===== src/fetch_params.svh =====
`ifndef FETCH_PARAMS_SVH
`define FETCH_PARAMS_SVH

// instruction memory size in bytes
// addresses wrap modulo this size
`define IMEM_BYTES 1024

// fetch queue entries, keep a power of two
`define FETCH_QUEUE_DEPTH 4

// program counter after reset
`define RESET_PC 32'h0000_0000

`endif

===== src/fetchPkg.sv =====
package fetchPkg;

    // fetched word paired with its address
    typedef struct packed {
        logic [31:0] pc;
        logic [31:0] instr;
    } fetchBundleT;

    // control transfer request back into fetch
    // valid for a single cycle
    typedef struct packed {
        logic        valid;
        logic [31:0] target;
    } redirectT;

endpackage


===== src/rvIsaPkg.sv =====
package rvIsaPkg;

    // rv32 major opcodes, bits [6:0]
    localparam logic [6:0] OPCODE_LOAD   = 7'b0000011;
    localparam logic [6:0] OPCODE_OP_IMM = 7'b0010011;
    localparam logic [6:0] OPCODE_AUIPC  = 7'b0010111;
    localparam logic [6:0] OPCODE_STORE  = 7'b0100011;
    localparam logic [6:0] OPCODE_OP     = 7'b0110011;
    localparam logic [6:0] OPCODE_LUI    = 7'b0110111;
    localparam logic [6:0] OPCODE_BRANCH = 7'b1100011;
    localparam logic [6:0] OPCODE_JALR   = 7'b1100111;
    localparam logic [6:0] OPCODE_JAL    = 7'b1101111;
    localparam logic [6:0] OPCODE_SYSTEM = 7'b1110011;

    // funct7 of the M extension under OP
    localparam logic [6:0] FUNCT7_MULDIV = 7'b0000001;
    // immediate field that marks mret under SYSTEM with funct3 zero
    localparam logic [11:0] IMM_MRET = 12'h302;

    // instruction class seen by later stages
    typedef enum logic [3:0] {
        CLS_OP,
        CLS_OP_IMM,
        CLS_MULDIV,
        CLS_LOAD,
        CLS_STORE,
        CLS_BRANCH,
        CLS_JAL,
        CLS_JALR,
        CLS_LUI,
        CLS_AUIPC,
        CLS_CSR,
        CLS_MRET,
        CLS_ILLEGAL
    } opClassT;

    // one decoded record, 86 bits
    typedef struct packed {
        logic [31:0] pc;
        opClassT     opClass;
        logic [4:0]  rd;
        logic [4:0]  rs1;
        logic [4:0]  rs2;
        logic [2:0]  funct3;
        logic [31:0] imm;
    } decodedInstrT;

endpackage


===== src/instrDecoder.sv =====
`timescale 1ns/1ns

module instrDecoder (
    input  fetchPkg::fetchBundleT  headBundle,
    input  logic                   notEmpty,
    input  logic                   decodeReady,
    output logic                   pop,
    output logic                   flush,
    output fetchPkg::redirectT     redirect,
    output rvIsaPkg::decodedInstrT decoded,
    output logic                   decodedValid
);

    logic [31:0] instr;
    logic [6:0]  opcode;
    logic [6:0]  funct7;
    logic [31:0] immI;
    logic [31:0] immS;
    logic [31:0] immB;
    logic [31:0] immU;
    logic [31:0] immJ;
    logic        hasRd;

    assign instr  = headBundle.instr;
    assign opcode = instr[6:0];
    assign funct7 = instr[31:25];

    // immediates per format, sign bit is always instr[31]
    assign immI = {{20{instr[31]}}, instr[31:20]};
    assign immS = {{20{instr[31]}}, instr[31:25], instr[11:7]};
    assign immB = {{19{instr[31]}}, instr[31], instr[7], instr[30:25], instr[11:8], 1'b0};
    assign immU = {instr[31:12], 12'b0};
    assign immJ = {{11{instr[31]}}, instr[31], instr[19:12], instr[20], instr[30:21], 1'b0};

    always_comb begin
        decoded.pc     = headBundle.pc;
        decoded.rs1    = instr[19:15];
        decoded.rs2    = instr[24:20];
        decoded.funct3 = instr[14:12];
        decoded.imm    = 32'd0;
        hasRd          = 1'b1;
        case (opcode)
            rvIsaPkg::OPCODE_OP: begin
                // funct7 splits M extension from base alu ops
                if (funct7 == rvIsaPkg::FUNCT7_MULDIV) begin
                    decoded.opClass = rvIsaPkg::CLS_MULDIV;
                end else begin
                    decoded.opClass = rvIsaPkg::CLS_OP;
                end
            end
            rvIsaPkg::OPCODE_OP_IMM: begin
                decoded.opClass = rvIsaPkg::CLS_OP_IMM;
                decoded.imm     = immI;
            end
            rvIsaPkg::OPCODE_LOAD: begin
                decoded.opClass = rvIsaPkg::CLS_LOAD;
                decoded.imm     = immI;
            end
            rvIsaPkg::OPCODE_STORE: begin
                decoded.opClass = rvIsaPkg::CLS_STORE;
                decoded.imm     = immS;
                hasRd           = 1'b0;
            end
            rvIsaPkg::OPCODE_BRANCH: begin
                decoded.opClass = rvIsaPkg::CLS_BRANCH;
                decoded.imm     = immB;
                hasRd           = 1'b0;
            end
            rvIsaPkg::OPCODE_JAL: begin
                decoded.opClass = rvIsaPkg::CLS_JAL;
                decoded.imm     = immJ;
            end
            rvIsaPkg::OPCODE_JALR: begin
                decoded.opClass = rvIsaPkg::CLS_JALR;
                decoded.imm     = immI;
            end
            rvIsaPkg::OPCODE_LUI: begin
                decoded.opClass = rvIsaPkg::CLS_LUI;
                decoded.imm     = immU;
            end
            rvIsaPkg::OPCODE_AUIPC: begin
                decoded.opClass = rvIsaPkg::CLS_AUIPC;
                decoded.imm     = immU;
            end
            rvIsaPkg::OPCODE_SYSTEM: begin
                decoded.imm = immI;
                // funct3 nonzero is a csr access
                // funct3 zero is only accepted as mret
                if (instr[14:12] != 3'b000) begin
                    decoded.opClass = rvIsaPkg::CLS_CSR;
                end else if (instr[31:20] == rvIsaPkg::IMM_MRET) begin
                    decoded.opClass = rvIsaPkg::CLS_MRET;
                    hasRd           = 1'b0;
                end else begin
                    decoded.opClass = rvIsaPkg::CLS_ILLEGAL;
                    hasRd           = 1'b0;
                end
            end
            default: begin
                decoded.opClass = rvIsaPkg::CLS_ILLEGAL;
                hasRd           = 1'b0;
            end
        endcase
        // stores, branches, mret and illegal words write no register
        decoded.rd = hasRd ? instr[11:7] : 5'd0;
    end

    assign decodedValid = notEmpty;
    assign pop          = notEmpty && decodeReady;

    // jal target needs no register, resolve it here
    assign redirect.valid  = pop && (decoded.opClass == rvIsaPkg::CLS_JAL);
    assign redirect.target = headBundle.pc + immJ;
    // words behind a taken jal are wrong path
    assign flush = redirect.valid;

endmodule


===== config.mk =====
export PLATFORM = sky130hd
export DESIGN_NAME = instrDecoder
export DESIGN_NICKNAME = d
export VERILOG_FILES = /design/src/fetch_params.svh /design/src/fetchPkg.sv /design/src/rvIsaPkg.sv /design/src/instrDecoder.sv
export SDC_FILE = /design/constraint.sdc
export NUM_CORES = 1
export LEC_CHECK = 0
export BUFFER_PORTS_ARGS = -buffer_cell sky130_fd_sc_hd__buf_2
export CORE_ASPECT_RATIO = 0.9
export CORE_MARGIN = 1
export CORE_UTILIZATION = 45
export DETAILED_ROUTE_END_ITERATION = 12
export GPL_ROUTABILITY_DRIVEN = 0
export MAX_ROUTING_LAYER = met4
export PLACE_DENSITY = 0.85
export SETUP_SLACK_MARGIN = 0.2
export SLEW_MARGIN = 40
export SYNTH_ARGS = -nofsm -noshare
export SYNTH_HDL_FRONTEND = slang
export SYNTH_SLANG_ARGS = --single-unit
export TNS_END_PERCENT = 1

===== constraint.sdc =====
create_clock -name vclk -period 3.1
set_clock_uncertainty 0.2 [all_clocks]
set_input_delay 0.155 -clock vclk [all_inputs]
set_output_delay 0.155 -clock vclk [all_outputs]
set_load 0.01 [all_outputs]

==> results of run 1 <==
==> how the worst min path moves through the flow <==
stage	from	endpoint	slack (ns)	cells past startpoint
6_report	headBundle[32]	redirect[0]	0.11	0
5_1_grt	headBundle[32]	decoded[54]	0.11	0
3_3_place_gp	headBundle[32]	redirect[0]	0.11	0
4_1_cts	headBundle[32]	redirect[0]	0.11	0
3_5_place_dp	headBundle[32]	redirect[0]	0.11	0
2_1_floorplan	notEmpty	decodedValid	0.20	1
==> final cells by class <==
cell class                 count  share of cell area [%]
timing repair buffer         193                   27.72
inverter                       6                  0.6331
multi-input combinational    344                   68.59
tap                           87                   3.060
==> critical path: stages <==
cell	delay, ns
buf_2	0.13
ha_1	0.22
fa_1	0.40
a21o_1	0.22
a221oi_4	0.32
o221a_4	0.27
o21ai_1	0.11
a311oi_2	0.33
xnor2_1	0.17
buf_2	0.16
==> routing by layer <==
metal,up-vias,global-route usage [%],routed length [um]
met1,1685,37.15,4388
met5,-,-,0
li1,1767,-,-
met4,0,5.000,155
met2,205,46.59,4663
met3,20,1.064,677
==> logic make-up (layout without fill, tap and decap cells) <==
group                    count (synthesis)  count (layout)  share of synthesized area, %
AND/OR/NAND/NOR                        135             135                         25.50
multiplexers                             2               2                        0.7012
AO/OA/AOI/OAI                          149             149                         35.71
buffers and inverters                   72             199                         15.95
XOR/XNOR                                27              27                         8.282
adder cells (fa/ha/maj)                 31              31                         13.85
==> power groups by stage <==
stage,registers (mW),clock network [mW],logic (mW)
finish,0,0,0.750
floorplan,0,0,0.491
detailed placement,0,0,0.718
CTS,0,0,0.729
global route,0,0,0.814
global placement,0,0,0.702
==> Yosys cell counts, drive strengths merged (6+ instances only) <==
cell / instances / share of area, %
ha: 30 / 13
xor2: 10 / 3.1
a21o: 33 / 8.7
a211oi: 7 / 1.8
a21oi: 37 / 6.5
o21ai: 20 / 3.5
inv: 6 / 0.79
o211ai: 6 / 1.6
and2: 12 / 2.6
nand2: 35 / 4.6
nor2: 27 / 3.8
xnor2: 17 / 5.2
nor2b: 8 / 1.8
and3: 6 / 1.3
o21a: 6 / 1.6
buf: 52 / 13
clkbuf: 14 / 1.8
nor3: 9 / 1.6
==> repair_timing <==
action	in CTS	in global routing
setup buffers	0	2
pin swaps	1	2
gates resized for setup	3	3
gates cloned	0	0
endpoints found under the hold margin	0	0
endpoints found under the setup margin	2	8
==> impl_metrics.yaml, run 1 <==
critical_path:
  path_max_fanout: 5
  critPathKind: "in -> out"
  arrival_ns: 2.51
  crit_path_start_kind: "input pin"
  crit_start: "headBundle[21]"
  required_ns: 2.74
  cp-end-kind: "output port"
  endpoint: "redirect[25]"
route:
  drt_iter0_markers: 291
  drt_pass1_iterations: 5
  ant_nets: 0
  routed_wl_mm: 9.884
  drc: 0
  vias: 3677
  wl_per_cell_um: 15.69
  vias_per_cell: 5.837
final_layout:
  nets: 642
  seq_cell_count: 0
  area_delta_synth_final_pct: 24.58
  layout_common_cells: "buf_2, a21oi_1, nand2_1"
  regArea_um2: 0
  drive_above_1_share_pct: 37.57
  clkbuf_count: 0
  finalNonFillerCells: 630
  fillCellCount: 595
  final_common_cell: "buf_2"
  multi_input_area_um2: 2440
  n_antenna_cell: 0
  fin_util_pct: 58.17
  finish.instance_area_um2: 3557
synth:
  yosys_warnings: 0
  synth_cells: 416
  synth_cell_type_count: 62
  seq_area_frac_synth_pct: 0
  netlist_area_um2: 2855
  synth_fp_nets: 513
  avgSynthCellArea_um2: 6.864
global_route:
  grt-ovfl-total: 0
  grt_max_degree: 19
  grt_usage_pct: 27.70
  first_global_vias: 3178
  grt_first_pass_wirelength_mm: 15.09
  grt_antenna_before_repair: 0
timing:
  rsz0062_at_grt: "yes"
  fmax_mhz: 349.3
  setup_viol: 0
  whs_ns: 0.1100
  hold_viol: 0
  fin_crit_ns: 2.862
  slew_violations: 0
  tightest_slew_ns: 0.8025
  final.setup.worst_slack_ns: 0.2375
  relSlewSlack_pct: 46.01
  fin_crit_sh_pct: 92.34
  setup-tns-final_ns: 0
placement:
  pre_cts_slack_ns: 0.1324
  portBuffers: 185
  dp_hpwl_mm: 8.134
  dp.cells: 628
  placed_area_um2: 3502
floorplanning:
  die_y_um: 77.57
  io_pins: 188
  placementRows: 27
  start_util_pct: 46.70
  dieArea_um2: 6668
  core_area_um2: 6115
  die_x_um: 85.97
power_and_ir_drop:
  powerDensity_nw_per_um2: 210.8
  p_switching_uw: 436.6
  sw_frac_of_total_pct: 58.23
  p_leak_nw: 1.996
  pwr-share-seq_pct: 0
  ir_worst_vdd_mv: 0.09422
  power_frac_comb_pct: 100.0
  fin_total_pwr_uw: 749.8
  internal_power_uw: 313.2
  power_frac_clock_pct: 0
status:
  status: "finished, final reports clean"
clock_network:
  cts_hold_buffers: 0
job:
  drv_cap: 0
min_path:
  min_path_type: "in -> out"
(Power assumes the default switching activity.)
==> run 2, diff against run 1 <==
==> constraint.sdc (replaced) <==
create_clock -name vclk -period 3.1
set_clock_uncertainty 0.2 [all_clocks]
set_input_delay 0.155 -clock vclk [all_inputs]
set_output_delay 0.155 -clock vclk [all_outputs]
set_load 0.1 [all_outputs]
==> run 2 against run 1 <==
Net effect:
- core utilization rose by 6.2 points
- maximum frequency increased by 0.17%
- hold slack about the same
- critical path depth unchanged
- via count rose by 2.2%
- count of clock-buffer cells in the layout did not move
- sequential cell count is the same
- global-route usage rose by 1.2 points
- die area is the same
- final area rose by 11%
- critical endpoint is now redirect[29]
==> impl_metrics.yaml, run 2 (same netlist as run 1, synthesis figures left out) <==
global_route:
  grt_first_pass_wirelength_mm: 15.90
  grt_max_degree: 19
  grt_antenna_before_repair: 0
  first_global_vias: 3369
  grt_usage_pct: 28.90
  grt-ovfl-total: 0
final_layout:
  clkbuf_count: 0
  nets: 645
  n_antenna_cell: 0
  seq_cell_count: 0
  regArea_um2: 0
  layout_common_cells: "buf_2, nand2_1, a21oi_1"
  area_delta_synth_final_pct: 37.95
  drive_above_1_share_pct: 42.12
  final_common_cell: "buf_2"
critical_path:
  cp_top_family: "compound AO/OA/AOI/OAI gates"
  arrival_ns: 2.50
  required_ns: 2.74
  crit_start: "headBundle[21]"
  crit_chain: "buf_2 -> ha_2 -> fa_2 -> a21o_1 -> a221oi_2 -> o221a_4 -> o21ai_4 -> and3_1 -> a311oi_2 -> buf_12"
  cp.depth: 10
  endpoint: "redirect[29]"
  slowest_delay_ns: 0.36
  cpMaxStageDelayCell: "a311oi_2"
  crit_path_start_kind: "input pin"
  path_buf_inv: 2
  cp-end-kind: "output port"
  path_max_fanout: 5
  critPathKind: "in -> out"
timing:
  rsz0062_at_grt: "yes"
  fmax_mhz: 350.0
  setup-tns-final_ns: 0
  slew_violations: 0
  fin_crit_ns: 2.858
  relSlewSlack_pct: 47.39
  hold_viol: 0
  setup_viol: 0
  tightest_slew_ns: 0.7820
  whs_ns: 0.1101
  fin_crit_sh_pct: 92.18
floorplanning:
  dieArea_um2: 6668
  die_y_um: 77.57
  io_pins: 188
  die_x_um: 85.97
  start_util_pct: 46.70
  core_area_um2: 6115
  placementRows: 27
min_path:
  hp-start: "headBundle[32]"
  min_path_type: "in -> out"
  min_path_cells: 0
route:
  ant_nets: 0
  vias_per_cell: 5.935
  wl_per_cell_um: 15.84
  drt_pass1_iterations: 5
  routed_wl_mm: 10.02
  vias: 3757
  drc: 0
  drt_iter0_markers: 465
clock_network:
  cts_hold_buffers: 0
power_and_ir_drop:
  powerDensity_nw_per_um2: 465.8
  p_leak_nw: 2.099
  fin_total_pwr_mw: 1.835
  ir_worst_vdd_mv: 0.2979
status:
  status: "finished, final reports clean"
placement:
  portBuffers: 185
  dp_hpwl_mm: 8.292
job:
  drv_cap: 0
[run 2: cell count changes in the layout (fill, tap and decap cells not counted), moves of 2 or more]
cell	previous run	this run
buf_2	185	169
buf_12	0	15
ha_1	29	23
ha_2	1	6
xor2_1	10	6
xor2_2	0	4
a21oi_1	37	34
a21oi_2	0	3
buf_4	8	11
a311oi_1	3	1
a311oi_2	1	3
[run 2: routing by layer]
metal,track usage [%],vias to the layer above,part of all wire (%)
met5,-,-,0
met4,5.500,0,1.7
met3,1.702,24,8.4
met2,47.70,225,47
met1,39.06,1736,43
li1,-,1772,-
[run 2: worst min-delay path by stage]
stage,slack (ns),endpoint
2_1_floorplan,0.32,decodedValid
3_3_place_gp,0.11,decoded[54]
3_5_place_dp,0.11,decoded[54]
4_1_cts,0.11,decoded[54]
5_1_grt,0.11,redirect[0]
6_report,0.11,decoded[54]
[run 2: power breakdown]
part	leakage (nW)	switching, mW	internal (mW)
Combinational	2.10	1.38	0.453
Clock	0	0	0
Sequential	0	0	0
[run 2: final cells by class]
type / instances / area, um^2
timing repair buffer: 196 / 1236
tap: 87 / 108.9
inverter: 6 / 22.52
multi-input combinational: 344 / 2571
fill: 544 / 2176
[run 2: per-stage QoR]
| step | area [um^2] | setup slack, ns | utilization (%) | cells |
|---|---|---|---|---|
| 3_3_place_gp | 3834 | 0.1665 | 62.70 | 631 |
| 5_1_grt | 3939 | 0.1481 | 64.42 | 633 |
| 6_report | 3939 | 0.2425 | 64.42 | 633 |
| 4_1_cts | 3857 | 0.1791 | 63.09 | 633 |
| 2_1_floorplan | 2939 | -0.4466 | - | 416 |
| 3_5_place_dp | 3834 | 0.1025 | 62.70 | 631 |
[run 2: timing repair]
action | 4_1_cts | 5_1_grt
gates resized for setup | 3 | 18
setup buffers | 2 | 0
setup endpoints to repair | 4 | 15
pin swaps | 5 | 3
