--- src/fetch_params.svh ---
`ifndef FETCH_PARAMS_SVH
`define FETCH_PARAMS_SVH

// instruction memory size in bytes
// addresses wrap modulo this size
`define IMEM_BYTES 1024

// fetch queue entries, keep a power of two
`define FETCH_QUEUE_DEPTH 4

// program counter after reset
`define RESET_PC 32'h0000_0000

`endif
--- src/fetchPkg.sv ---
package fetchPkg;

    // fetched word paired with its address
    typedef struct packed {
        logic [31:0] pc;
        logic [31:0] instr;
    } fetchBundleT;

    // control transfer request back into fetch
    // valid for a single cycle
    typedef struct packed {
        logic        valid;
        logic [31:0] target;
    } redirectT;

endpackage

--- src/fetchQueue.sv ---
`timescale 1ns/1ns
`include "fetch_params.svh"

module fetchQueue (
    input  logic                  clk,
    input  logic                  arstN,
    input  logic                  push,
    input  fetchPkg::fetchBundleT pushBundle,
    input  logic                  pop,
    input  logic                  flush,
    output logic                  full,
    output logic                  notEmpty,
    output fetchPkg::fetchBundleT headBundle
);

    localparam int unsigned depth = `FETCH_QUEUE_DEPTH;
    localparam int unsigned ptrW = $clog2(depth);
    localparam int unsigned countW = $clog2(depth + 1);

    // payload storage, pointers and count hold the state
    fetchPkg::fetchBundleT entries [depth];

    logic [ptrW-1:0]   wrPtr;
    logic [ptrW-1:0]   rdPtr;
    logic [countW-1:0] count;
    logic              doPush;
    logic              doPop;

    assign full     = (count == countW'(depth));
    assign notEmpty = (count != '0);

    // ignore requests that would overflow or underflow
    assign doPush = push && !full;
    assign doPop  = pop && notEmpty;

    always_ff @(posedge clk) begin
        if (doPush && !flush) begin
            entries[wrPtr] <= pushBundle;
        end
    end

    // flush beats push and pop
    always_ff @(posedge clk or negedge arstN) begin
        if (!arstN) begin
            wrPtr <= '0;
            rdPtr <= '0;
            count <= '0;
        end else if (flush) begin
            wrPtr <= '0;
            rdPtr <= '0;
            count <= '0;
        end else begin
            // pointers wrap naturally at a power-of-two depth
            if (doPush) wrPtr <= wrPtr + 1'b1;
            if (doPop) rdPtr <= rdPtr + 1'b1;
            case ({doPush, doPop})
                2'b10:   count <= count + 1'b1;
                2'b01:   count <= count - 1'b1;
                default: count <= count;
            endcase
        end
    end

    // head is valid only while notEmpty
    assign headBundle = entries[rdPtr];

endmodule

--- config.mk ---
export PLATFORM = sky130hd
export DESIGN_NAME = fetchQueue
export DESIGN_NICKNAME = d
export VERILOG_FILES = /design/src/fetchPkg.sv /design/src/fetchQueue.sv
export VERILOG_INCLUDE_DIRS = /design/src
export SDC_FILE = /design/constraint.sdc
export NUM_CORES = 1
export LEC_CHECK = 0
export BUFFER_PORTS_ARGS = -buffer_cell sky130_fd_sc_hd__buf_4
export CELL_PAD_IN_SITES_DETAIL_PLACEMENT = 1
export CELL_PAD_IN_SITES_GLOBAL_PLACEMENT = 2
export CORE_MARGIN = 1.5
export CORE_UTILIZATION = 45
export CTS_CLUSTER_SIZE = 20
export DETAILED_ROUTE_END_ITERATION = 12
export PLACE_DENSITY_LB_ADDON = 0.3
export SETUP_SLACK_MARGIN = 0.02
export SYNTH_ARGS = -nofsm -noshare
export SYNTH_HDL_FRONTEND = slang
export SYNTH_SLANG_ARGS = --single-unit
--- constraint.sdc ---
create_clock -name clk -period 3.3 [get_ports clk]
set_input_delay 0.165 -clock clk [delete_from_list [all_inputs] [get_ports clk]]
set_output_delay 0.165 -clock clk [all_outputs]
set_load 0.005 [all_outputs]
==> results.sh, run 1 <==
export IMPL_status="finished, final reports clean"
export IMPL_r2r_start="count[0]"
export IMPL_port_buffers=134
export IMPL_powerDensity_mw_per_mm2=619.2
export IMPL_postRouteAntennaNets=0
export IMPL_critPathMaxStageDelay_ns=0.87
export IMPL_start_util_pct=46.27
export IMPL_slew_violations=0
export IMPL_rsz0062_at_grt="no"
export IMPL_timing_critical_path_buf_inv=2
export IMPL_r2r_end="entries[2][54]"
export IMPL_cts_root_buf="clkbuf_16"
export IMPL_path_depth=3
export IMPL_first_global_vias=5324
export IMPL_reg2reg_depth=4
export IMPL_fillers=1851
export IMPL_min_path_cells=3
export IMPL_dpl_hpwl_mm=11.67
export IMPL_antenna_found_initial=2
export IMPL_die_w_microns=150.7
export IMPL_die_y_microns=150.7
export IMPL_ys_async_sr_fraction_pct=2.662
export IMPL_synth_area_leaders="edfxtp_1 (78%), mux4_2 (15%), dfrtp_1 (1.8%)"
export IMPL_htree_num_levels=1
export IMPL_worstPathCellList="buf_4, mux4_2, buf_4"
export IMPL_slew_headroom_pct=33.43
export IMPL_yosys_most_used_dff="edfxtp_1"
export IMPL_finalSetupViolations=0
export IMPL_core_sq_mm=0.02122
export IMPL_yosysMostFrequentCell="edfxtp_1"
export IMPL_worstSetupEndpoint="headBundle[14]"
export IMPL_p_leak_nw=4.285
export IMPL_critical_path_slowest_cell="dfrtp_4"
export IMPL_min_period_ns=2.667
export IMPL_synthesis_instances=400
export IMPL_ios=135
export IMPL_yosys_area_top_type_share_pct=78.29
export IMPL_worst_slack_ns=0.6330
export IMPL_cts_tree="done"
export IMPL_cts_buffers=26
export IMPL_clock_sinks=263
export IMPL_cp_common_cell="buf_4"
export IMPL_setup_worst_path_start_class="flop"
export IMPL_die_area_sq_mm=0.02272
export IMPL_synth_top_cell_by_area="edfxtp_1"
export IMPL_finClkSkew_ns=0.01006
export IMPL_ys_ff_latch=263
export IMPL_netlist_area_sq_mm=0.009819
export IMPL_pre_cts_ws_ns=0.7019
export IMPL_insertion_delay_ns=0.51
export IMPL_grt_max_degree=66
export IMPL_overflow=0
export IMPL_synth_common_cells="edfxtp_1 (256), mux4_2 (64), buf_2 (9)"
export IMPL_fin_crit_sh_pct=80.82
export IMPL_cp_startpoint="rdPtr[0]"
export IMPL_area_growth_pct=28.94
export IMPL_critPathTopFamily="flip-flops"
export IMPL_worstPathArrival_ns=2.50
export IMPL_viasPerCell=5.278
export IMPL_criticalPathCategory="flop to output port"
export IMPL_drtIter0Drc=226
export IMPL_min_path_type="input port to flop"
export IMPL_syn_num_nets=474
export IMPL_drcViolationCount=0
export IMPL_drt_total_wl_mm=19.40
export IMPL_ys_seq_area_share_pct=80.07
export IMPL_grtUsageTotal_pct=17.62
export IMPL_drive_above_1_share_pct=39.66
export IMPL_cts_max_path_buffers=3
export IMPL_regToRegSetupSlack_ns=0.74
export IMPL_avgSynthCellArea_sq_um=24.55
export IMPL_wire_per_inst_microns=21.22
export IMPL_tns_ns=0
export IMPL_synth_cell_types=33
export IMPL_finalNetCount=692
export IMPL_tightest_slew_ns=0.9985
export IMPL_fmax_mhz=375.0
export IMPL_clk_pin_slew_ns=0.06
export IMPL_yosys_warnings=0
export IMPL_vias=4824
export IMPL_hold_viol=0
export IMPL_worst_path_max_fanout=32
export IMPL_std_cell_rows=53
export IMPL_finalWeightedCongestion=0.7722
export IMPL_cp_required_ns=3.13
export IMPL_synth_edff_count=256
export IMPL_grt_pass1_wl_mm=29.81
export IMPL_max_cap_violations=0
export IMPL_drtPass1Iterations=4
export IMPL_vdd_drop_max_v=0.0003409
export IMPL_post_cts_buffers=0
export IMPL_endpoint_kind="output port"
## cells by family after synthesis
kind of cell / share of synthesized area [%]
compound gates: 1.198
xor+xnor: 0.2676
fa+ha+maj: 0.7136
buf+inv: 1.567
flops: 80.07
mux: 14.68
simple gates: 1.504
## worst min path at each step
stage	startpoint	endpoint
floorplan	arstN	count[0]
global placement	arstN	count[2]
detailed placement	arstN	count[2]
CTS	pop	count[0]
global route	pop	count[0]
finish	pop	count[0]
## worst min-delay path: cells and delay by family
kind                   cells  cell delay, ns
buffers and inverters      1            0.16
XOR/XNOR                   1            0.15
AO/OA/AOI/OAI              1            0.07
## metal layers
metal / vias up / GRT usage [%] / share of wire [%]
met5: - / 0 / 0.062
met4: 2 / 4.903 / 1.9
met3: 36 / 3.212 / 4.7
met2: 121 / 30.73 / 53
met1: 2528 / 22.74 / 41
li1: 2137 / - / -
## cell usage in the layout, fill, tap and decap left out, types with 5 or more instances in the layout
cell type      count
clkinv_2           6
clkbuf_1          10
buf_4            138
dlygate4sd3_1     68
clkbuf_16         27
dfrtp_1            5
mux4_2            64
edfxtp_1         256
a21oi_1            7
## sequential cells by signal, indices dropped and copies added (netlist names)
name / cells
rdPtr: 2
entries: 256
count: 3
wrPtr: 2
## report_power, final
part / switching (W) / internal, W / leakage (nW)
logic: 0.000424 / 0.000687 / 1.47
registers: 0.000137 / 0.00380 / 2.41
clock network: 0.00116 / 0.00163 / 0.403
## per-stage QoR
stage | cells | power, W | area (sq um) | hold slack (ns) | util (%)
floorplan | 400 | 0.004561 | 9819 | -0.1306 | -
detailed placement | 797 | 0.005085 | 11160 | -0.01058 | 52.58
global placement | 797 | 0.005060 | 11160 | -0.01135 | 52.58
finish | 914 | 0.007840 | 12660 | 0.07852 | 59.66
global route | 914 | 0.008132 | 12660 | 0.1002 | 59.66
CTS | 913 | 0.007951 | 12660 | 0.06033 | 59.65
## what timing repair did
item / in CTS / in global routing
endpoints found under the hold margin: 270 / 0
hold buffers: 68 / 0
endpoints found under the setup margin: 0 / 0
gates resized for setup: 0 / 0
## layout make-up
class                   count  area, sq um  area share, %
diodes                      1        2.502        0.01976
well taps                 275        344.1          2.718
clock inverters             9        78.83         0.6226
repair buffers            210         1797          14.19
flip-flops and latches    263         7870          62.16
clock buffers              39        740.7          5.850
multi-input cells         113         1813          14.32
inverters                   4        15.01         0.1186
Note: power is estimated with default switching activity, not from simulation.
==> inputs of run 2 (changes only) <==
- CORE_UTILIZATION: 45 -> 40
- clock period: 3.3 -> 2.2 ns (I/O delays scaled with it)
==> run 2 against run 1 <==
  * Via count increased by 1.9%
  * Sequential share of layout area down 1.9 points
  * Flip-flop and latch count did not move
  * Global-route usage decreased by 1.2 points
  * Register-to-register slack worse by 0.48 ns
  * Setup slack worse by 0.56 ns
  * Count of clock-buffer cells in the layout shrank 9
  * Power grew 56%
  * Combinational power increased by 73%
  * Clock power up 62%
  * Wire length increased by 5.1%
  * Critical path depth unchanged
  * Critical endpoint is now headBundle[12]
  * Largest power group unchanged
  * Highest routed layer is now met4
==> results.sh, run 2 (synthesis results as in run 1) <==
export IMPL_fin_hold_ws_ns=0.02683
export IMPL_drive_above_1_share_pct=41.41
export IMPL_drtPass1Iterations=4
export IMPL_cts_buffers=27
export IMPL_p_seq_share_pct=47.5
export IMPL_drt_total_wl_mm=20.39
export IMPL_hold_viol=0
export IMPL_clkPwrFrac_pct=36.9
export IMPL_r2r_start="count[0]"
export IMPL_ios=135
export IMPL_largest_register_ff_count=256
export IMPL_start_util_pct=40.61
export IMPL_largest_registers="entries: 256 flops, count: 3 flops"
export IMPL_die_y_microns=159.7
export IMPL_p_leak_nw=4.428
export IMPL_cts_root_buf="clkbuf_16"
export IMPL_fin_crit_sh_pct=96.58
export IMPL_core_sq_mm=0.02418
export IMPL_first_global_vias=5428
export IMPL_die_area_sq_mm=0.02550
export IMPL_worst_slack_ns=0.07524
export IMPL_status="finished, final reports clean"
export IMPL_finClkSkew_ns=0.01200
export IMPL_std_cell_rows=57
export IMPL_cts_max_path_buffers=3
export IMPL_slew_headroom_pct=70.31
export IMPL_finalNetCount=706
export IMPL_cp_required_ns=2.09
export IMPL_tightest_slew_ns=0.4454
export IMPL_regMostFlops="entries"
export IMPL_intPower_w=0.009546
export IMPL_cts_tree="done"
export IMPL_insertion_delay_ns=0.52
export IMPL_fmax_mhz=470.6
export IMPL_power_switching_w=0.002694
export IMPL_pre_cts_ws_ns=0.1302
export IMPL_min_to="rdPtr[0]"
export IMPL_swShare_pct=22.01
export IMPL_dpl_hpwl_mm=12.59
export IMPL_slew_violations=0
export IMPL_viasPerCell=5.032
export IMPL_grtUsageTotal_pct=16.38
export IMPL_critPathMaxStageDelay_ns=0.59
export IMPL_place_area_sq_mm=0.01139
export IMPL_drcViolationCount=0
export IMPL_min_path_cells=4
export IMPL_overflow=0
export IMPL_clock_sinks=263
export IMPL_min_period_ns=2.125
export IMPL_vias=4916
export IMPL_setup_worst_path_start_class="flop"
export IMPL_r2r_end="count[1]"
export IMPL_final_cell_area_sq_mm=0.01305
export IMPL_area_growth_pct=32.93
export IMPL_finalSetupViolations=0
export IMPL_rsz0062_at_grt="yes"
export IMPL_min_from="pop"
export IMPL_criticalPathCategory="flop to output port"
export IMPL_worstPathArrival_ns=2.01
export IMPL_worstPathCellList="buf_16, mux4_2, buf_6"
export IMPL_final_common_cell="edfxtp_1"
export IMPL_regToRegSetupSlack_ns=0.26
export IMPL_grt_max_degree=35
export IMPL_min_path_type="input port to flop"
export IMPL_antenna_found_initial=1
export IMPL_die_w_microns=159.7
export IMPL_timing_critical_path_buf_inv=2
export IMPL_port_buffers=134
export IMPL_finalWeightedCongestion=0.7003
export IMPL_drtIter0Drc=320
export IMPL_max_cap_violations=0
export IMPL_vdd_drop_max_v=0.0005322
export IMPL_grt_pass1_wl_mm=31.83
export IMPL_htree_num_levels=1
export IMPL_powerDensity_mw_per_mm2=937.8
export IMPL_clk_pin_slew_ns=0.06
export IMPL_postRouteAntennaNets=0
export IMPL_critical_path_slowest_cell="mux4_2"
export IMPL_wire_per_inst_microns=20.86
export IMPL_layout_common_cells="edfxtp_1 (256), buf_4 (134), dlygate4sd3_1 (68), mux4_2 (64), clkbuf_16 (27)"
export IMPL_endpoint_kind="output port"
export IMPL_reg2reg_depth=5
export IMPL_critPathTopFamily="multiplexers"
export IMPL_worst_path_max_fanout=26
export IMPL_comb_power_share_pct=15.7
-- run 2: worst max path at each step --
stage | startpoint | to | cells past startpoint | slack (ns)
finish | rdPtr[0] | headBundle[12] | 3 | 0.08
global route | rdPtr[0] | headBundle[25] | 3 | -0.002
CTS | rdPtr[0] | headBundle[25] | 3 | 0.02
detailed placement | count[0] | entries[3][33] | 4 | 0.13
global placement | count[0] | count[1] | 5 | 0.25
floorplan | count[1] | entries[0][0] | 4 | 0.08
-- run 2: timing repair --
item | in CTS | in global routing
hold buffers | 68 | 0
hold endpoints to repair | 270 | 0
endpoints found under the setup margin | 62 | 62
resized for setup | 2 | 9
buffers inserted | 3 | 0
-- run 2: final cells by class --
type                    instances  area, sq um
fillers                      2124        11120
repair buffers                223         2052
diodes                          1        2.502
flip-flops and latches        263         7870
well taps                     324        405.4
clock inverters                19        197.7
multi-input cells             113         1823
clock buffers                  30        686.9
inverters                       4        15.01
-- run 2: layer usage --
| metal | wire length, microns | part of all wire (%) | global-route usage, % |
|---|---|---|---|
| met5 | 0 | 0 | 0 |
| met4 | 340 | 1.7 | 3.859 |
| met3 | 1007 | 4.9 | 3.351 |
| met2 | 10100 | 50 | 27.49 |
| met1 | 8934 | 44 | 22.16 |
-- run 2: tightest hold or removal path, stage by stage --
cell	delay [ns]
buf_4	0.16
o31ai_2	0.09
xor2_1	0.07
nor2_1	0.08
-- run 2: per-stage QoR --
| step | total power (W) | utilization [%] | instances | TNS [ns] |
|---|---|---|---|---|
| 2_1_floorplan | 0.006837 | - | 400 | 0 |
| 3_3_place_gp | 0.007667 | 47.13 | 856 | 0 |
| 3_5_place_dp | 0.007708 | 47.13 | 856 | 0 |
| 4_1_cts | 0.01237 | 53.83 | 976 | 0 |
| 5_1_grt | 0.01268 | 53.99 | 977 | -0.001576 |
| 6_report | 0.01224 | 53.99 | 977 | 0 |
-- run 2: power groups by stage --
stage | Clock (W) | Combinational, W | Sequential [W]
after floorplan | 0 | 0.000993 | 0.00584
after global routing | 0.00478 | 0.00207 | 0.00583
after global placement | 0 | 0.00174 | 0.00592
after CTS | 0.00462 | 0.00194 | 0.00581
final | 0.00451 | 0.00192 | 0.00581
after detailed placement | 0 | 0.00177 | 0.00594
==> inputs of run 3 (changes only) <==
- CTS_BUF_LIST: unset -> sky130_fd_sc_hd__clkbuf_16
==> run 3 against run 2 <==
  * Flip-flop and latch count did not move
  * Die area unchanged
  * Critical path type unchanged
  * Power shrank 0.20%
  * Critical endpoint unchanged
  * Critical path depth stayed put
  * Maximum frequency up 0.32%
  * Global-route usage unchanged
  * Highest routed layer unchanged
  * Non-clock buffer count unchanged
  * Via count fell by 0.35%
  * Clock skew barely moved
  * Count of clock-buffer cells in the layout shrank 3
  * Final cell count did not move
==> results.sh, run 3 (synthesis results as in run 1) <==
export IMPL_reg2reg_depth=5
export IMPL_cts_buffers=27
export IMPL_viasPerCell=5.014
export IMPL_postRouteAntennaNets=0
export IMPL_std_cell_rows=57
export IMPL_min_path_cells=4
export IMPL_die_y_microns=159.7
export IMPL_die_area_sq_mm=0.02550
export IMPL_wire_per_inst_microns=20.80
export IMPL_first_global_vias=5427
export IMPL_max_cap_violations=0
export IMPL_total_power_w=0.01222
export IMPL_powerDensity_mw_per_mm2=935.9
export IMPL_core_sq_mm=0.02418
export IMPL_overflow=0
export IMPL_worstPathArrival_ns=2.01
export IMPL_p_leak_nw=4.441
export IMPL_place_area_sq_mm=0.01139
export IMPL_critPathTopFamily="multiplexers"
export IMPL_largest_register_ff_count=256
export IMPL_slew_headroom_pct=70.34
export IMPL_stdcell_count=977
export IMPL_endpoint_kind="output port"
export IMPL_drt_total_wl_mm=20.32
export IMPL_setup_worst_path_start_class="flop"
export IMPL_slew_violations=0
export IMPL_fmax_mhz=472.1
export IMPL_worstPathCellList="buf_16, mux4_2, buf_6"
export IMPL_timing_critical_path_buf_inv=2
export IMPL_clk_pin_slew_ns=0.06
export IMPL_insertion_delay_ns=0.52
export IMPL_grt_max_degree=35
export IMPL_hold_viol=0
export IMPL_cts_root_buf="clkbuf_16"
export IMPL_final_cell_area_sq_mm=0.01305
export IMPL_layout_common_cells="edfxtp_1 (256), buf_4 (134), dlygate4sd3_1 (68), mux4_2 (64), clkbuf_16 (27)"
export IMPL_port_buffers=134
export IMPL_multi_input_area_sq_mm=0.001823
export IMPL_regArea_sq_mm=0.007870
export IMPL_vias=4899
export IMPL_grt_pass1_wl_mm=31.83
export IMPL_vdd_drop_max_v=0.0005327
export IMPL_min_period_ns=2.118
export IMPL_pre_cts_ws_ns=0.1302
export IMPL_regMostFlops="entries"
export IMPL_start_util_pct=40.61
export IMPL_finalNetCount=706
export IMPL_fin_crit_sh_pct=96.28
export IMPL_worst_slack_ns=0.08193
export IMPL_status="finished, final reports clean"
export IMPL_cp_required_ns=2.09
export IMPL_min_path_type="input port to flop"
export IMPL_path_depth=3
export IMPL_antenna_found_initial=1
export IMPL_drtIter0Drc=280
export IMPL_drtPass1Iterations=4
export IMPL_dpl_hpwl_mm=12.59
export IMPL_placed_cells=856
export IMPL_clock_sinks=263
export IMPL_final_common_cell="edfxtp_1"
export IMPL_ios=135
export IMPL_critPathMaxStageDelay_ns=0.59
export IMPL_die_w_microns=159.7
export IMPL_htree_num_levels=1
export IMPL_area_growth_pct=32.93
export IMPL_cts_tree="done"
export IMPL_grtUsageTotal_pct=16.38
export IMPL_worst_path_max_fanout=26
export IMPL_finClkSkew_ns=0.01243
export IMPL_critical_path_slowest_cell="mux4_2"
export IMPL_finalSetupViolations=0
export IMPL_finalWeightedCongestion=0.7003
export IMPL_fillers=2124
export IMPL_largest_registers="entries: 256 flops, count: 3 flops"
export IMPL_drcViolationCount=0
export IMPL_drive_above_1_share_pct=41.41
export IMPL_cts_max_path_buffers=3
export IMPL_criticalPathCategory="flop to output port"
export IMPL_rsz0062_at_grt="yes"
export IMPL_tightest_slew_ns=0.4449
## run 3: cell types whose count changed in the layout (fill, tap and decap cells not counted), sizes merged
cell,delta
inv,+3
clkbuf,-3
## run 3: where the power goes
| group | switching (W) | internal [W] |
|---|---|---|
| sequential | 0.000108 | 0.00570 |
| clock | 0.00179 | 0.00270 |
| combinational | 0.000782 | 0.00113 |
## run 3: repair_timing
item	CTS	global route
buffers inserted	3	0
resized for setup	2	9
endpoints found under the setup margin	62	62
hold buffers	68	0
endpoints found under the hold margin	270	0
## run 3: worst paths after layout
check | startpoint | end | slack [ns]
max | rdPtr[0] | headBundle[12] | 0.08
min | pop | rdPtr[0] | 0.03
max reg2reg | count[0] | count[1] | 0.27
min reg2reg | wrPtr[0] | wrPtr[0] | 0.63
max in group asynchronous | arstN | rdPtr[0] | 1.30
min in group asynchronous | arstN | wrPtr[0] | 0.59
## run 3: worst min-delay path: stages
cell	delay, ns
buf_4	0.16
o31ai_2	0.09
xor2_1	0.07
nor2_1	0.08
## run 3: metrics by stage
stage                     util, %  hold slack [ns]  setup TNS (ns)
after floorplan                 -          -0.1856               0
after global placement      47.13         -0.06976               0
after detailed placement    47.13         -0.06593               0
after CTS                   53.83         0.005216               0
after global routing        53.99          0.04065       -0.001576
final                       53.99          0.02766               0
## run 3: final cells by class
| type | instances | share of cell area, % |
|---|---|---|
| sequential | 263 | 60.30 |
| tap | 324 | 3.106 |
| clock buffer | 27 | 5.176 |
| inverter | 4 | 0.1150 |
| multi-input combinational | 113 | 13.97 |
| antenna | 1 | 0.01917 |
| timing repair buffer | 223 | 15.72 |
| clock inverter | 22 | 1.601 |
## run 3: layer usage
layer | GRT usage (%) | share of wire [%] | vias to the layer above
li1 | - | - | 2170
met1 | 22.16 | 43 | 2554
met2 | 27.49 | 50 | 144
met3 | 3.351 | 5.6 | 31
met4 | 3.859 | 1.7 | 0
met5 | 0 | 0 | -
