$ cat src/fetch_params.svh
`ifndef FETCH_PARAMS_SVH
`define FETCH_PARAMS_SVH

// instruction memory size in bytes
// addresses wrap modulo this size
`define IMEM_BYTES 1024

// fetch queue entries, keep a power of two
`define FETCH_QUEUE_DEPTH 4

// program counter after reset
`define RESET_PC 32'h0000_0000

`endif
$ cat src/fetchPkg.sv
package fetchPkg;

    // fetched word paired with its address
    typedef struct packed {
        logic [31:0] pc;
        logic [31:0] instr;
    } fetchBundleT;

    // control transfer request back into fetch
    // valid for a single cycle
    typedef struct packed {
        logic        valid;
        logic [31:0] target;
    } redirectT;

endpackage

$ cat src/fetchUnit.sv
`timescale 1ns/1ns
`include "fetch_params.svh"

module fetchUnit (
    input  logic                  clk,
    input  logic                  arstN,
    input  logic                  full,
    input  fetchPkg::redirectT    redirect,
    output logic [31:0]           fetchPc,
    input  logic [31:0]           fetchInstr,
    output logic                  push,
    output fetchPkg::fetchBundleT pushBundle
);

    logic [31:0] pcQ;
    // set one cycle after reset release
    logic        runningQ;

    always_ff @(posedge clk or negedge arstN) begin
        if (!arstN) begin
            runningQ <= 1'b0;
        end else begin
            runningQ <= 1'b1;
        end
    end

    // push while running with room in the queue
    // a redirect cycle carries a stale word, so drop it
    assign push = runningQ && !full && !redirect.valid;

    // redirect wins over the sequential step
    always_ff @(posedge clk or negedge arstN) begin
        if (!arstN) begin
            pcQ <= `RESET_PC;
        end else if (redirect.valid) begin
            pcQ <= redirect.target;
        end else if (push) begin
            pcQ <= pcQ + 32'd4;
        end
    end

    // pc drives the memory directly
    assign fetchPc = pcQ;

    // bundle pairs the pc with the word read at it
    always_comb begin
        pushBundle.pc    = pcQ;
        pushBundle.instr = fetchInstr;
    end

endmodule

$ cat config.mk
export PLATFORM = sky130hd
export DESIGN_NAME = fetchUnit
export DESIGN_NICKNAME = d
export VERILOG_FILES = /design/src/fetchPkg.sv /design/src/fetchUnit.sv
export VERILOG_INCLUDE_DIRS = /design/src
export SDC_FILE = /design/constraint.sdc
export NUM_CORES = 1
export LEC_CHECK = 0
export ABC_AREA = 1
export BUFFER_PORTS_ARGS = -buffer_cell sky130_fd_sc_hd__buf_2
export CAP_MARGIN = 30
export CORE_ASPECT_RATIO = 1.75
export CORE_UTILIZATION = 40
export CTS_BUF_LIST = sky130_fd_sc_hd__clkbuf_4 sky130_fd_sc_hd__clkbuf_8 sky130_fd_sc_hd__clkbuf_16
export DETAILED_ROUTE_END_ITERATION = 10
export PLACE_DENSITY = 0.78
export SLEW_MARGIN = 20
export SYNTH_ARGS = -nofsm -noshare
export SYNTH_HDL_FRONTEND = slang
export SYNTH_SLANG_ARGS = --single-unit
$ cat constraint.sdc
create_clock -name clk -period 1.6 [get_ports clk]
set_clock_uncertainty 0.2 [all_clocks]
set_input_delay 0.32 -clock clk [delete_from_list [all_inputs] [get_ports clk]]
set_output_delay 0.32 -clock clk [all_outputs]
set_load 0.03 [all_outputs]
==> results list, run 1 <==
- Overall power consumption: 3.129 mW
- Count of final max-slew check failures: 0
* Clock Tree Root: clkbuf_16
- The number of buffers and inverters on the critical path is 3.
* Critical path capture point: push
- Critical setup path kind: reg -> out
- Port-buffer cells: 100
- Worst supply voltage drop on vdd: 0.0006540 V
- Kind of cell adding the most delay to the critical path: flip-flops
* Total non-filler cell area in the finished layout: 3487 µm²
* Violated checks: negative setup slack
* Area after detailed placement: 3154 µm²
- Reg2reg setup slack: 10 ps
* Die Footprint: 7297 µm²
- Number of nets produced by synthesis: 484
- For this design the static power due to leakage is 1.866 nW.
* Count of endpoints failing setup in the final report: 1
* Setup repair after global routing missed its margin: true
- CTS tree: built
* Area of the core region: 6636 µm²
- Measured along the y axis, the die boundary spans 112.3 µm.
- Critical Path Stages: 5
- On the critical path, the stage with the largest delay is an instance of dfrtp_1.
- In this run, CTS created clock tree buffers numbering 5.
- The floorplan has 39 rows.
* Count of vias placed by the detailed router: 2820
* Startpoint of the worst register-to-register path: fetchPc[3]
* Worst path max stage delay: 340 ps
- Power per unit of standard cell area: 897.3 nW/µm²
- Required time of the worst setup path: 1080 ps
- The count of nets left with antenna violations once routing finished came out at 0.
- Detailed Route Iter0 Violations: 84
- Antenna diodes: 0
* First-pass detailed-route iteration total: 4
* Signed area change from the synthesized netlist to the final layout: 25.48%
- Entering global routing, the biggest net connects 24 pins.
- Net count of the finished layout: 564
* Crit end category: output pin
- Average cell area after synthesis: 6.696 µm²
* Detailed-placement wirelength estimate: 6339 µm
* Non-filler instance count after layout: 577
- The critical path goes through inv_2 > nor2_1 > nand2_1 > inv_2 > buf_6.
- EDFF count, synth: 0
- The endpoint identified for the worst register-to-register timing path is fetchPc[22].
* Total placed cells including tap cells: 556
- Of the available clock period, the critical path in the final layout requires 100.8%.
* Via count of the first global-routing pass: 2666
* GPL Wtd Cong: 0.8893
- STA puts the critical path data arrival time at 1090 ps.
* IO Pins: 165
- Once routing completed, OpenROAD measured the worst setup slack at -13.50 ps.
* Global route total overflow: 0
- In the global route stage, overall resource usage came out at 23.19%.
- Die width: 65.01 µm
* Sequential area share after synthesis: 29.72%
- The first global-routing pass estimated 12640 µm of wire.
* Worst-case reg-to-reg path depth: 10
- Top_reg_cell synth: dfrtp_1
- Flop and latch count out of synthesis: 33
- Largest fanout on the critical path: 3
* Path category of the worst min-delay check: in -> reg
- Outcome: finished, violations left
- The tool flagged a number of max-cap violations equal to 0.
- The number of antenna violations at the first check in global routing is 0.
- Number of distinct library cells after synthesis: 28
- Initial Utilization: 41.87%
- Proportion of layout cells with a drive suffix above 1: 42.42%
* Post-Synthesis Cell Area: 2779 µm²
* Per-cell via count in the routed design: 4.887
* Total clock sinks: 33
- After clock tree synthesis, the clock-pin slew on the worst setup and hold paths is 50 ps.
* Launching instance or port of the critical path: runningQ
* CP Launch Type: flop
- Shortest clock period the worst path allows after layout: 1613 ps
- Most Frequent Cell on Critical Path: inv_2
* Clock Latency Late Sink: 280 ps
- The clock passes through at most 2 buffers.
- Yosys warnings: 0
- In the routed design, unresolved DRC markers number 0.
- The hold violation count in the final report came to 0.
- Wire per inst: 14.17 µm
- Number of levels the H-tree was split into: 2
* Number of instances in the synthesized netlist: 415
* Achievable frequency: 0.6198 GHz
* Proportion of register bits with asynchronous set or reset after synthesis: 100.0%
- Post-Route WL: 8175 µm
-- how the worst min path moves through the flow --
stage,cells after the start,slack (ps),from,endpoint
6_report,3,50,redirect[0],fetchPc[0]
5_1_grt,3,60,redirect[1],fetchPc[1]
4_1_cts,3,50,redirect[0],fetchPc[0]
3_5_place_dp,1,100,arstN,fetchPc[21]
3_3_place_gp,1,90,arstN,fetchPc[21]
2_1_floorplan,0,-180,arstN,fetchPc[0]
-- metal layers --
| metal | up-vias | track usage, % | routed length (µm) |
|---|---|---|---|
| li1 | 1375 | - | - |
| met1 | 1300 | 21.65 | 2861 |
| met2 | 104 | 44.51 | 4470 |
| met3 | 41 | 4.065 | 436 |
| met4 | 0 | 13.78 | 405 |
| met5 | - | 0 | 0 |
-- cells by family (layout without fill, tap and decap cells) --
logic type      after synthesis  count (layout)  share of synthesized area (%)
other cells                   1               1                         0.1349
simple gates                216             216                          33.41
xor+xnor                     10              10                          3.152
compound gates               36              36                          8.374
fa+ha+maj                     1               1                         0.4502
flops                        33              33                          29.72
buf+inv                     118             198                          24.76
-- worst register-to-register path: stages, from the launching register on --
cell	delay (ps)
dfrtp_2	400
ha_4	150
nand2_4	60
nor2_4	160
nand2_4	100
nor2_4	150
nand2_1	70
nand2_1	50
nand2_1	40
nand2_1	50
nand2_1	50
-- through the flow --
stage	worst slack (ps)	util, %	hold WS [ps]	TNS [ps]
finish	-13.50	52.55	52.60	-13.50
global route	-82.60	52.55	57.01	-390.1
CTS	-30.80	49.85	50.58	-30.80
detailed placement	23.47	47.53	103.9	0
global placement	8.970	47.53	94.97	0
floorplan	-65.97	-	-175.6	-255.8
-- flip-flops by register name, summed over array words and instances (netlist names) --
| signal | flops |
|---|---|
| runningQ | 1 |
| fetchPc | 32 |
-- cell usage after synthesis, types with 2 or more instances --
master / instances / area, µm²
buf_2: 4 / 20.02
o21bai_1: 2 / 15.01
a22o_1: 9 / 78.83
nand3_1: 26 / 130.1
inv_1: 43 / 161.4
and2_1: 2 / 12.51
nor2_4: 8 / 90.09
nor2_2: 2 / 12.51
a21oi_1: 3 / 15.01
clkbuf_1: 4 / 15.01
xnor2_1: 3 / 26.28
nand2_1: 142 / 533.0
nor2_1: 32 / 120.1
dfrtp_1: 33 / 825.8
o211ai_1: 2 / 15.01
nand2_2: 2 / 12.51
xor2_1: 7 / 61.31
o21ai_0: 16 / 80.08
inv_2: 3 / 11.26
buf_4: 64 / 480.5
-- timing repair --
item                                    CTS  global route
resized for setup                         3            26
endpoints found under the setup margin    2            19
buffers inserted                          0            13
hold buffers                              1             0
pin swaps                                 1            11
endpoints found under the hold margin    15             0
-- power breakdown --
group | leakage [nW] | total (mW) | internal, mW | switching, mW
sequential | 0.381 | 1.04 | 0.934 | 0.106
combinational | 1.41 | 1.16 | 0.405 | 0.757
clock | 0.0701 | 0.927 | 0.582 | 0.345
total | 1.87 | 3.13 | 1.92 | 1.21
-- final cells by class --
| type | instances | area, µm² |
|---|---|---|
| Clock buffer | 6 | 132.6 |
| Clock inverter | 1 | 5.005 |
| Fill cell | 659 | 3149 |
| Inverter | 46 | 172.7 |
| Multi-Input combinational cell | 264 | 1366 |
| Sequential cell | 33 | 848.3 |
| Tap cell | 82 | 102.6 |
| Timing Repair Buffer | 145 | 859.6 |
-- layout by cell type, fill, tap and decap left out, drive strengths merged --
| cell | count |
|---|---|
| a21oi | 3 |
| a22o | 9 |
| a31oi | 1 |
| and2 | 2 |
| buf | 144 |
| clkbuf | 6 |
| clkinv | 1 |
| conb | 1 |
| dfrtp | 33 |
| dlygate4sd3 | 1 |
| ha | 1 |
| inv | 46 |
| nand2 | 145 |
| nand3 | 26 |
| nor2 | 42 |
| o211ai | 2 |
| o21ai | 18 |
| o21bai | 2 |
| o221ai | 1 |
| or2 | 1 |
| xnor2 | 3 |
| xor2 | 7 |
(Power assumes the default switching activity.)
==> inputs of run 2 (changes only) <==
--- a/config.mk
+++ b/config.mk
@@ -7,7 +7,7 @@
 export NUM_CORES = 1
 export LEC_CHECK = 0
 export ABC_AREA = 1
-export BUFFER_PORTS_ARGS = -buffer_cell sky130_fd_sc_hd__buf_2
+export BUFFER_PORTS_ARGS = -buffer_cell sky130_fd_sc_hd__buf_4
 export CAP_MARGIN = 30
 export CORE_ASPECT_RATIO = 1.75
 export CORE_UTILIZATION = 40
==> results list, run 2 (synthesis gave the netlist of run 1 again) <==
- The run finished, with violations left.
- The checks that failed: negative setup slack.
- Clock transition at the register clock pins on the worst setup and hold paths after CTS: 50 ps
- VDD sags by at most 0.0007660 V.
* CTS Buffer Depth: 2
* Number of levels the H-tree was split into: 2
- Die width: 65.01 µm
- Summed over all nets, the half-perimeter wirelength after detailed placement is 6573 µm.
* Arrival time reported for the critical path endpoint: 1080 ps
- Summed over all cells, the static leakage comes to 1.904 nW.
* Num CTS Buffers: 5
- Wire per inst: 14.92 µm
* Global route total overflow: 0
* Critical path capture point: push
- After detailed placement, the total cell area comes to 3430 µm².
- Across all layers, the routed design uses 2809 vias.
* Count of final max-slew check failures: 0
* Routed length on met3: 500 µm
- Of the available clock period, the critical path in the final layout requires 100.3%.
- Cells with a size suffix above 1 make up 40.97% of the layout.
- Launching instance or port of the critical path: runningQ
- Largest fanout on the critical path: 2
- Global routing used 23.94% of the available tracks.
- The library cells used most frequently in the layout, excluding fill and tap cells, are buf_4, nand2_1, inv_1.
- Power per unit of standard cell area: 904.4 nW/µm²
- The net count of the finished layout is 561.
- Area of the core region: 6636 µm²
- The die covers 7297 µm².
- Per-cell via count in the routed design: 4.885
- Before antenna repair, the detailed router went through 4 iterations.
- The count of nets left with antenna violations once routing finished came out at 0.
- Setup violations remaining at the end of the flow were counted as 1.
- Uppermost signal routing layer after detailed routing: met4
* Pin count of the biggest net entering global routing: 34
- Most common cell after layout, fill and taps aside: buf_4
* CTS tree: built
- CTS placed an instance of clkbuf_16 at the clock tree root.
- The die is 112.3 µm tall.
- The hold violation count in the final report came to 0.
* Initial Utilization: 41.87%
- In the final routing, the length of wire on met1 measures 2890 µm.
- Met2 wire len: 4736 µm
- Path category of the worst min-delay check: in -> reg
- Counting cells, the worst reg-to-reg path comes to 10.
- The register with the most flip-flops in the layout has 32 of them.
* Achievable frequency: 0.6231 GHz
- Setup WS post-layout: -4.862 ps
* Critical setup path kind: reg -> out
- CP Launch Type: flop
* DRC Markers: 0
- During placement, the flow inserted port buffers numbering 100.
- RR Endpoint: fetchPc[22]
* Crit end category: output pin
- The congestion estimate from routability-driven global placement came to 0.8775.
- Post-Route WL: 8580 µm
- Detailed Route Iter0 Violations: 114
- For the finished layout, the period the worst path requires is 1605 ps.
- IO Pins: 165
* Clock Latency Late Sink: 280 ps
- Via count of the first global-routing pass: 2739
- Hold is met by 44.17 ps.
- The area growth from synthesis to layout is 32.69%.
- Max-cap violations in this run came to 0.
- The number of antenna violations at the first check in global routing is 0.
- Total non-filler cell area in the finished layout: 3687 µm²
- At the worst endpoint, the required time is 1080 ps.
- Setup repair after global routing missed its margin: true
* Cell row count: 39
- The number of antenna diodes in the final layout is 0.
- First-pass GRT wire length: 13210 µm
- Reg2reg setup slack: -5 ps
- In this run the critical register-to-register path is launched from fetchPc[2].
- Total clock sinks: 33
-- run 2: cell types whose count changed in the layout (fill, tap and decap cells not counted), sizes merged --
cell / delta
buf: -3
clkinv: -1
clkbuf: +2
-- run 2: layout make-up --
cell class                 instances  area (µm²)
inverter                          46       172.7
fill                             655        2949
tap                               82       102.6
clock buffer                       8       153.9
sequential                        33       845.8
multi-input combinational        264        1340
timing repair buffer             142        1072
-- run 2: worst min path at each step --
stage                      startpoint          end  slack (ps)  cells past startpoint
after global routing      redirect[1]   fetchPc[1]          50                      3
after CTS                 redirect[0]   fetchPc[0]          50                      3
after floorplan                 arstN   fetchPc[0]        -180                      0
after global placement          arstN  fetchPc[20]          90                      1
after detailed placement        arstN  fetchPc[20]         110                      1
final                     redirect[1]   fetchPc[1]          40                      3
-- run 2: power breakdown --
| group | internal (mW) | switching [mW] | total, mW |
|---|---|---|---|
| clock | 0.655 | 0.360 | 1.02 |
| sequential | 0.932 | 0.113 | 1.04 |
| combinational | 0.513 | 0.762 | 1.27 |
| total | 2.10 | 1.23 | 3.33 |
-- run 2: metrics by stage --
| step | worst slack [ps] | power, mW | utilization [%] | instances | setup TNS [ps] |
|---|---|---|---|---|---|
| 2_1_floorplan | -65.97 | 1.983 | - | 415 | -255.8 |
| 3_3_place_gp | 36.21 | 2.285 | 51.68 | 561 | 0 |
| 3_5_place_dp | -5.046 | 2.308 | 51.68 | 561 | -5.046 |
| 4_1_cts | -13.48 | 3.320 | 54.54 | 573 | -15.59 |
| 5_1_grt | -87.82 | 3.480 | 55.56 | 575 | -706.6 |
| 6_report | -4.862 | 3.335 | 55.56 | 575 | -4.862 |
-- run 2: metal layers --
layer	track usage (%)	vias to the layer above
li1	-	1369
met1	23.07	1296
met2	44.93	103
met3	3.963	41
met4	15.11	0
met5	0	-
-- run 2: what timing repair did --
item                       4_1_cts  5_1_grt
setup buffers                    3        2
pin swaps                        6        9
resized for setup                1       19
setup endpoints to repair        2       19
hold buffers                     1        0
cloned                           0        0
hold endpoints to repair        33        0
-- run 2: critical path: stages, from the launching register on --
cell	delay [ps]
dfrtp_1	340
inv_2	50
nor2_2	90
nand2_1	80
inv_2	110
buf_6	140
==> inputs of run 3 (changes only) <==
--- a/config.mk
+++ b/config.mk
@@ -14,6 +14,7 @@
 export CTS_BUF_LIST = sky130_fd_sc_hd__clkbuf_4 sky130_fd_sc_hd__clkbuf_8 sky130_fd_sc_hd__clkbuf_16
 export DETAILED_ROUTE_END_ITERATION = 10
 export PLACE_DENSITY = 0.78
+export SETUP_SLACK_MARGIN = 0.05
 export SLEW_MARGIN = 20
 export SYNTH_ARGS = -nofsm -noshare
 export SYNTH_HDL_FRONTEND = slang
==> results list, run 3 (synthesis gave the netlist of run 1 again) <==
- CTS tree: built
- Outcome: finished, violations left
- First-pass GRT wire length: 12840 µm
- In the final layout, the multi-input gates occupy 1368 µm².
- In this run the worst hold path is classified as in -> reg.
* Area taken by flip-flops and latches: 850.8 µm²
- Kind of cell adding the most delay to the critical path: flip-flops
* Hold violation count in the final report: 0
- Area of the core region: 6636 µm²
- After floorplanning, the core was divided into 39 placement rows.
* Post-Route WL: 8255 µm
* Largest fanout on the critical path: 4
- No sink is reached through more buffers than the 2 on the longest clock path.
- The number of antenna violations at the first check in global routing came to 0.
* Achievable frequency: 0.6083 GHz
- Total non-filler cell area in the finished layout: 3835 µm²
- The worst setup path is launched from a flop.
- Shortest clock period the worst path allows after layout: 1644 ps
* Clock transition at the register clock pins on the worst setup and hold paths after CTS: 50 ps
- GRT met3 Usage: 2.846%
- Signed area change from the synthesized netlist to the final layout: 38.00%
- Number of buffer and inverter instances along the worst setup path: 3
- The count of nets left with antenna violations once routing finished came out at 0.
- Num CTS Buffers: 5
- After layout, the worst setup slack is -43.83 ps.
- The library cells used most frequently in the layout, excluding fill and tap cells, are nand2_1, buf_4, inv_1.
- Net count of the finished layout: 561
- Global routing usage summed across all routing layers: 23.09%
- Initial Utilization: 41.87%
- Most Frequent Cell on Critical Path: buf_4
* Global route total overflow: 0
- Dividing the detail-routed wire length by the instance count gives 14.36 µm.
- Required time of the worst setup path: 1590 ps
- Largest register FFs: 32
- Power per unit of standard cell area: 874.3 nW/µm²
- Filler cell count: 666
- The die is 65.01 µm wide.
- Detailed placement finished with a half-perimeter wire length of 6260 µm.
- Summing internal, switching and leakage power gives 3.353 mW.
- Most common cell after layout, fill and taps aside: nand2_1
- For met2 alone, demand over resource in global routing was 44.24%.
* Cell at the slowest stage of the critical path: dfrtp_2
* Total clock sinks: 33
- Setup repair after global routing could not meet its margin everywhere.
- The detailed router placed 2822 vias in this run.
* Crit end category: flop
* Number of violations of the max-capacitance limit: 0
- Reg2reg setup slack: -40 ps
* Count of endpoints failing setup in the final report: 1
- Final period utilization: 102.7%
* IO Pins: 165
- Count of final max-slew check failures: 0
- The final reports fail on negative setup slack.
- GPL Wtd Cong: 0.8756
- The worst-case IR drop observed on VDD is 0.0008168 V.
- For this block, the initial DRC count from the detailed router was 119.
- Proportion of layout cells with a drive suffix above 1: 42.19%
- First-pass detailed-route iteration total: 4
* Per-cell via count in the routed design: 4.908
- The tree is rooted in a clkbuf_16.
- met2 is the most crowded layer.
* Antenna diodes: 0
* Pin count of the biggest net entering global routing: 34
* Clock Latency Late Sink: 280 ps
- For this run, design rule violations remaining after detail routing come to 0.
- Worst path max stage delay: 430 ps
* Final core occ: 57.79%
- The via count of the first global-routing pass is 2755.
* Crit path cell chain: ha_4 > nand2_4 > nor2_4 > buf_4 > buf_6 > buf_4 > xnor2_1 > o211ai_1
- Number of levels the H-tree was split into: 2
- Arrival time reported for the critical path endpoint: 1630 ps
* Die Span Y: 112.3 µm
- Port-buffer cells: 100
* Critical setup path kind: reg -> reg
* Global-route track usage on met1: 22.21%
* Area after detailed placement: 3417 µm²
- Die Footprint: 7297 µm²
- The analysis attributes to cell leakage a power of 1.967 nW.
## run 3: cell types whose count changed in the layout (fill, tap and decap cells not counted), sizes merged
cell    previous run  this run
clkbuf             8         7
clkinv             0         1
## run 3: metrics by stage
step	hold slack [ps]	setup slack [ps]	std cells	TNS, ps
6_report	43.59	-43.83	575	-43.83
3_5_place_dp	96.51	7.670	557	0
2_1_floorplan	-175.6	-63.26	415	-233.9
3_3_place_gp	97.05	45.54	557	0
4_1_cts	46.39	-11.50	569	-11.50
5_1_grt	53.52	-119.4	575	-913.8
## run 3: power breakdown
group	internal, mW	switching [mW]	total (mW)
clock network	0.609	0.348	0.957
logic	0.571	0.778	1.35
registers	0.935	0.113	1.05
## run 3: worst paths after layout
kind | start | endpoint | cells after the start
worst min register to register | fetchPc[1] | fetchPc[1] | 2
worst max-delay path | fetchPc[2] | fetchPc[6] | 8
worst min-delay path | redirect[1] | fetchPc[1] | 3
min in group asynchronous | arstN | fetchPc[31] | 2
worst max register to register | fetchPc[2] | fetchPc[6] | 8
max in group asynchronous | arstN | fetchPc[5] | 2
## run 3: worst register-to-register path: cells and delay by family (launching register included)
family,cells,cell delay (ps)
AO/OA/AOI/OAI,1,150
buffers and inverters,3,370
flip-flops,1,430
AND/OR/NAND/NOR,2,140
XOR/XNOR,1,110
adder cells (fa/ha/maj),1,170
## run 3: layer usage
metal	up-vias	share of wire, %
met3	46	4.4
li1	1364	-
met5	-	0
met4	0	5.2
met1	1322	34
met2	90	56
## run 3: final cells by class
type / count / share of cell area (%)
Clock buffer: 7 / 3.654
Clock inverter: 1 / 0.1305
Inverter: 46 / 4.568
Multi-Input combinational cell: 264 / 35.66
Sequential cell: 33 / 22.19
Tap cell: 82 / 2.675
Timing Repair Buffer: 142 / 31.13
## run 3: timing repair
action,CTS,global route
hold endpoints to repair,33,0
gates cloned,0,0
hold buffers,1,0
buffers inserted,3,6
pin swaps,8,16
gates resized for setup,14,45
setup endpoints to repair,15,50
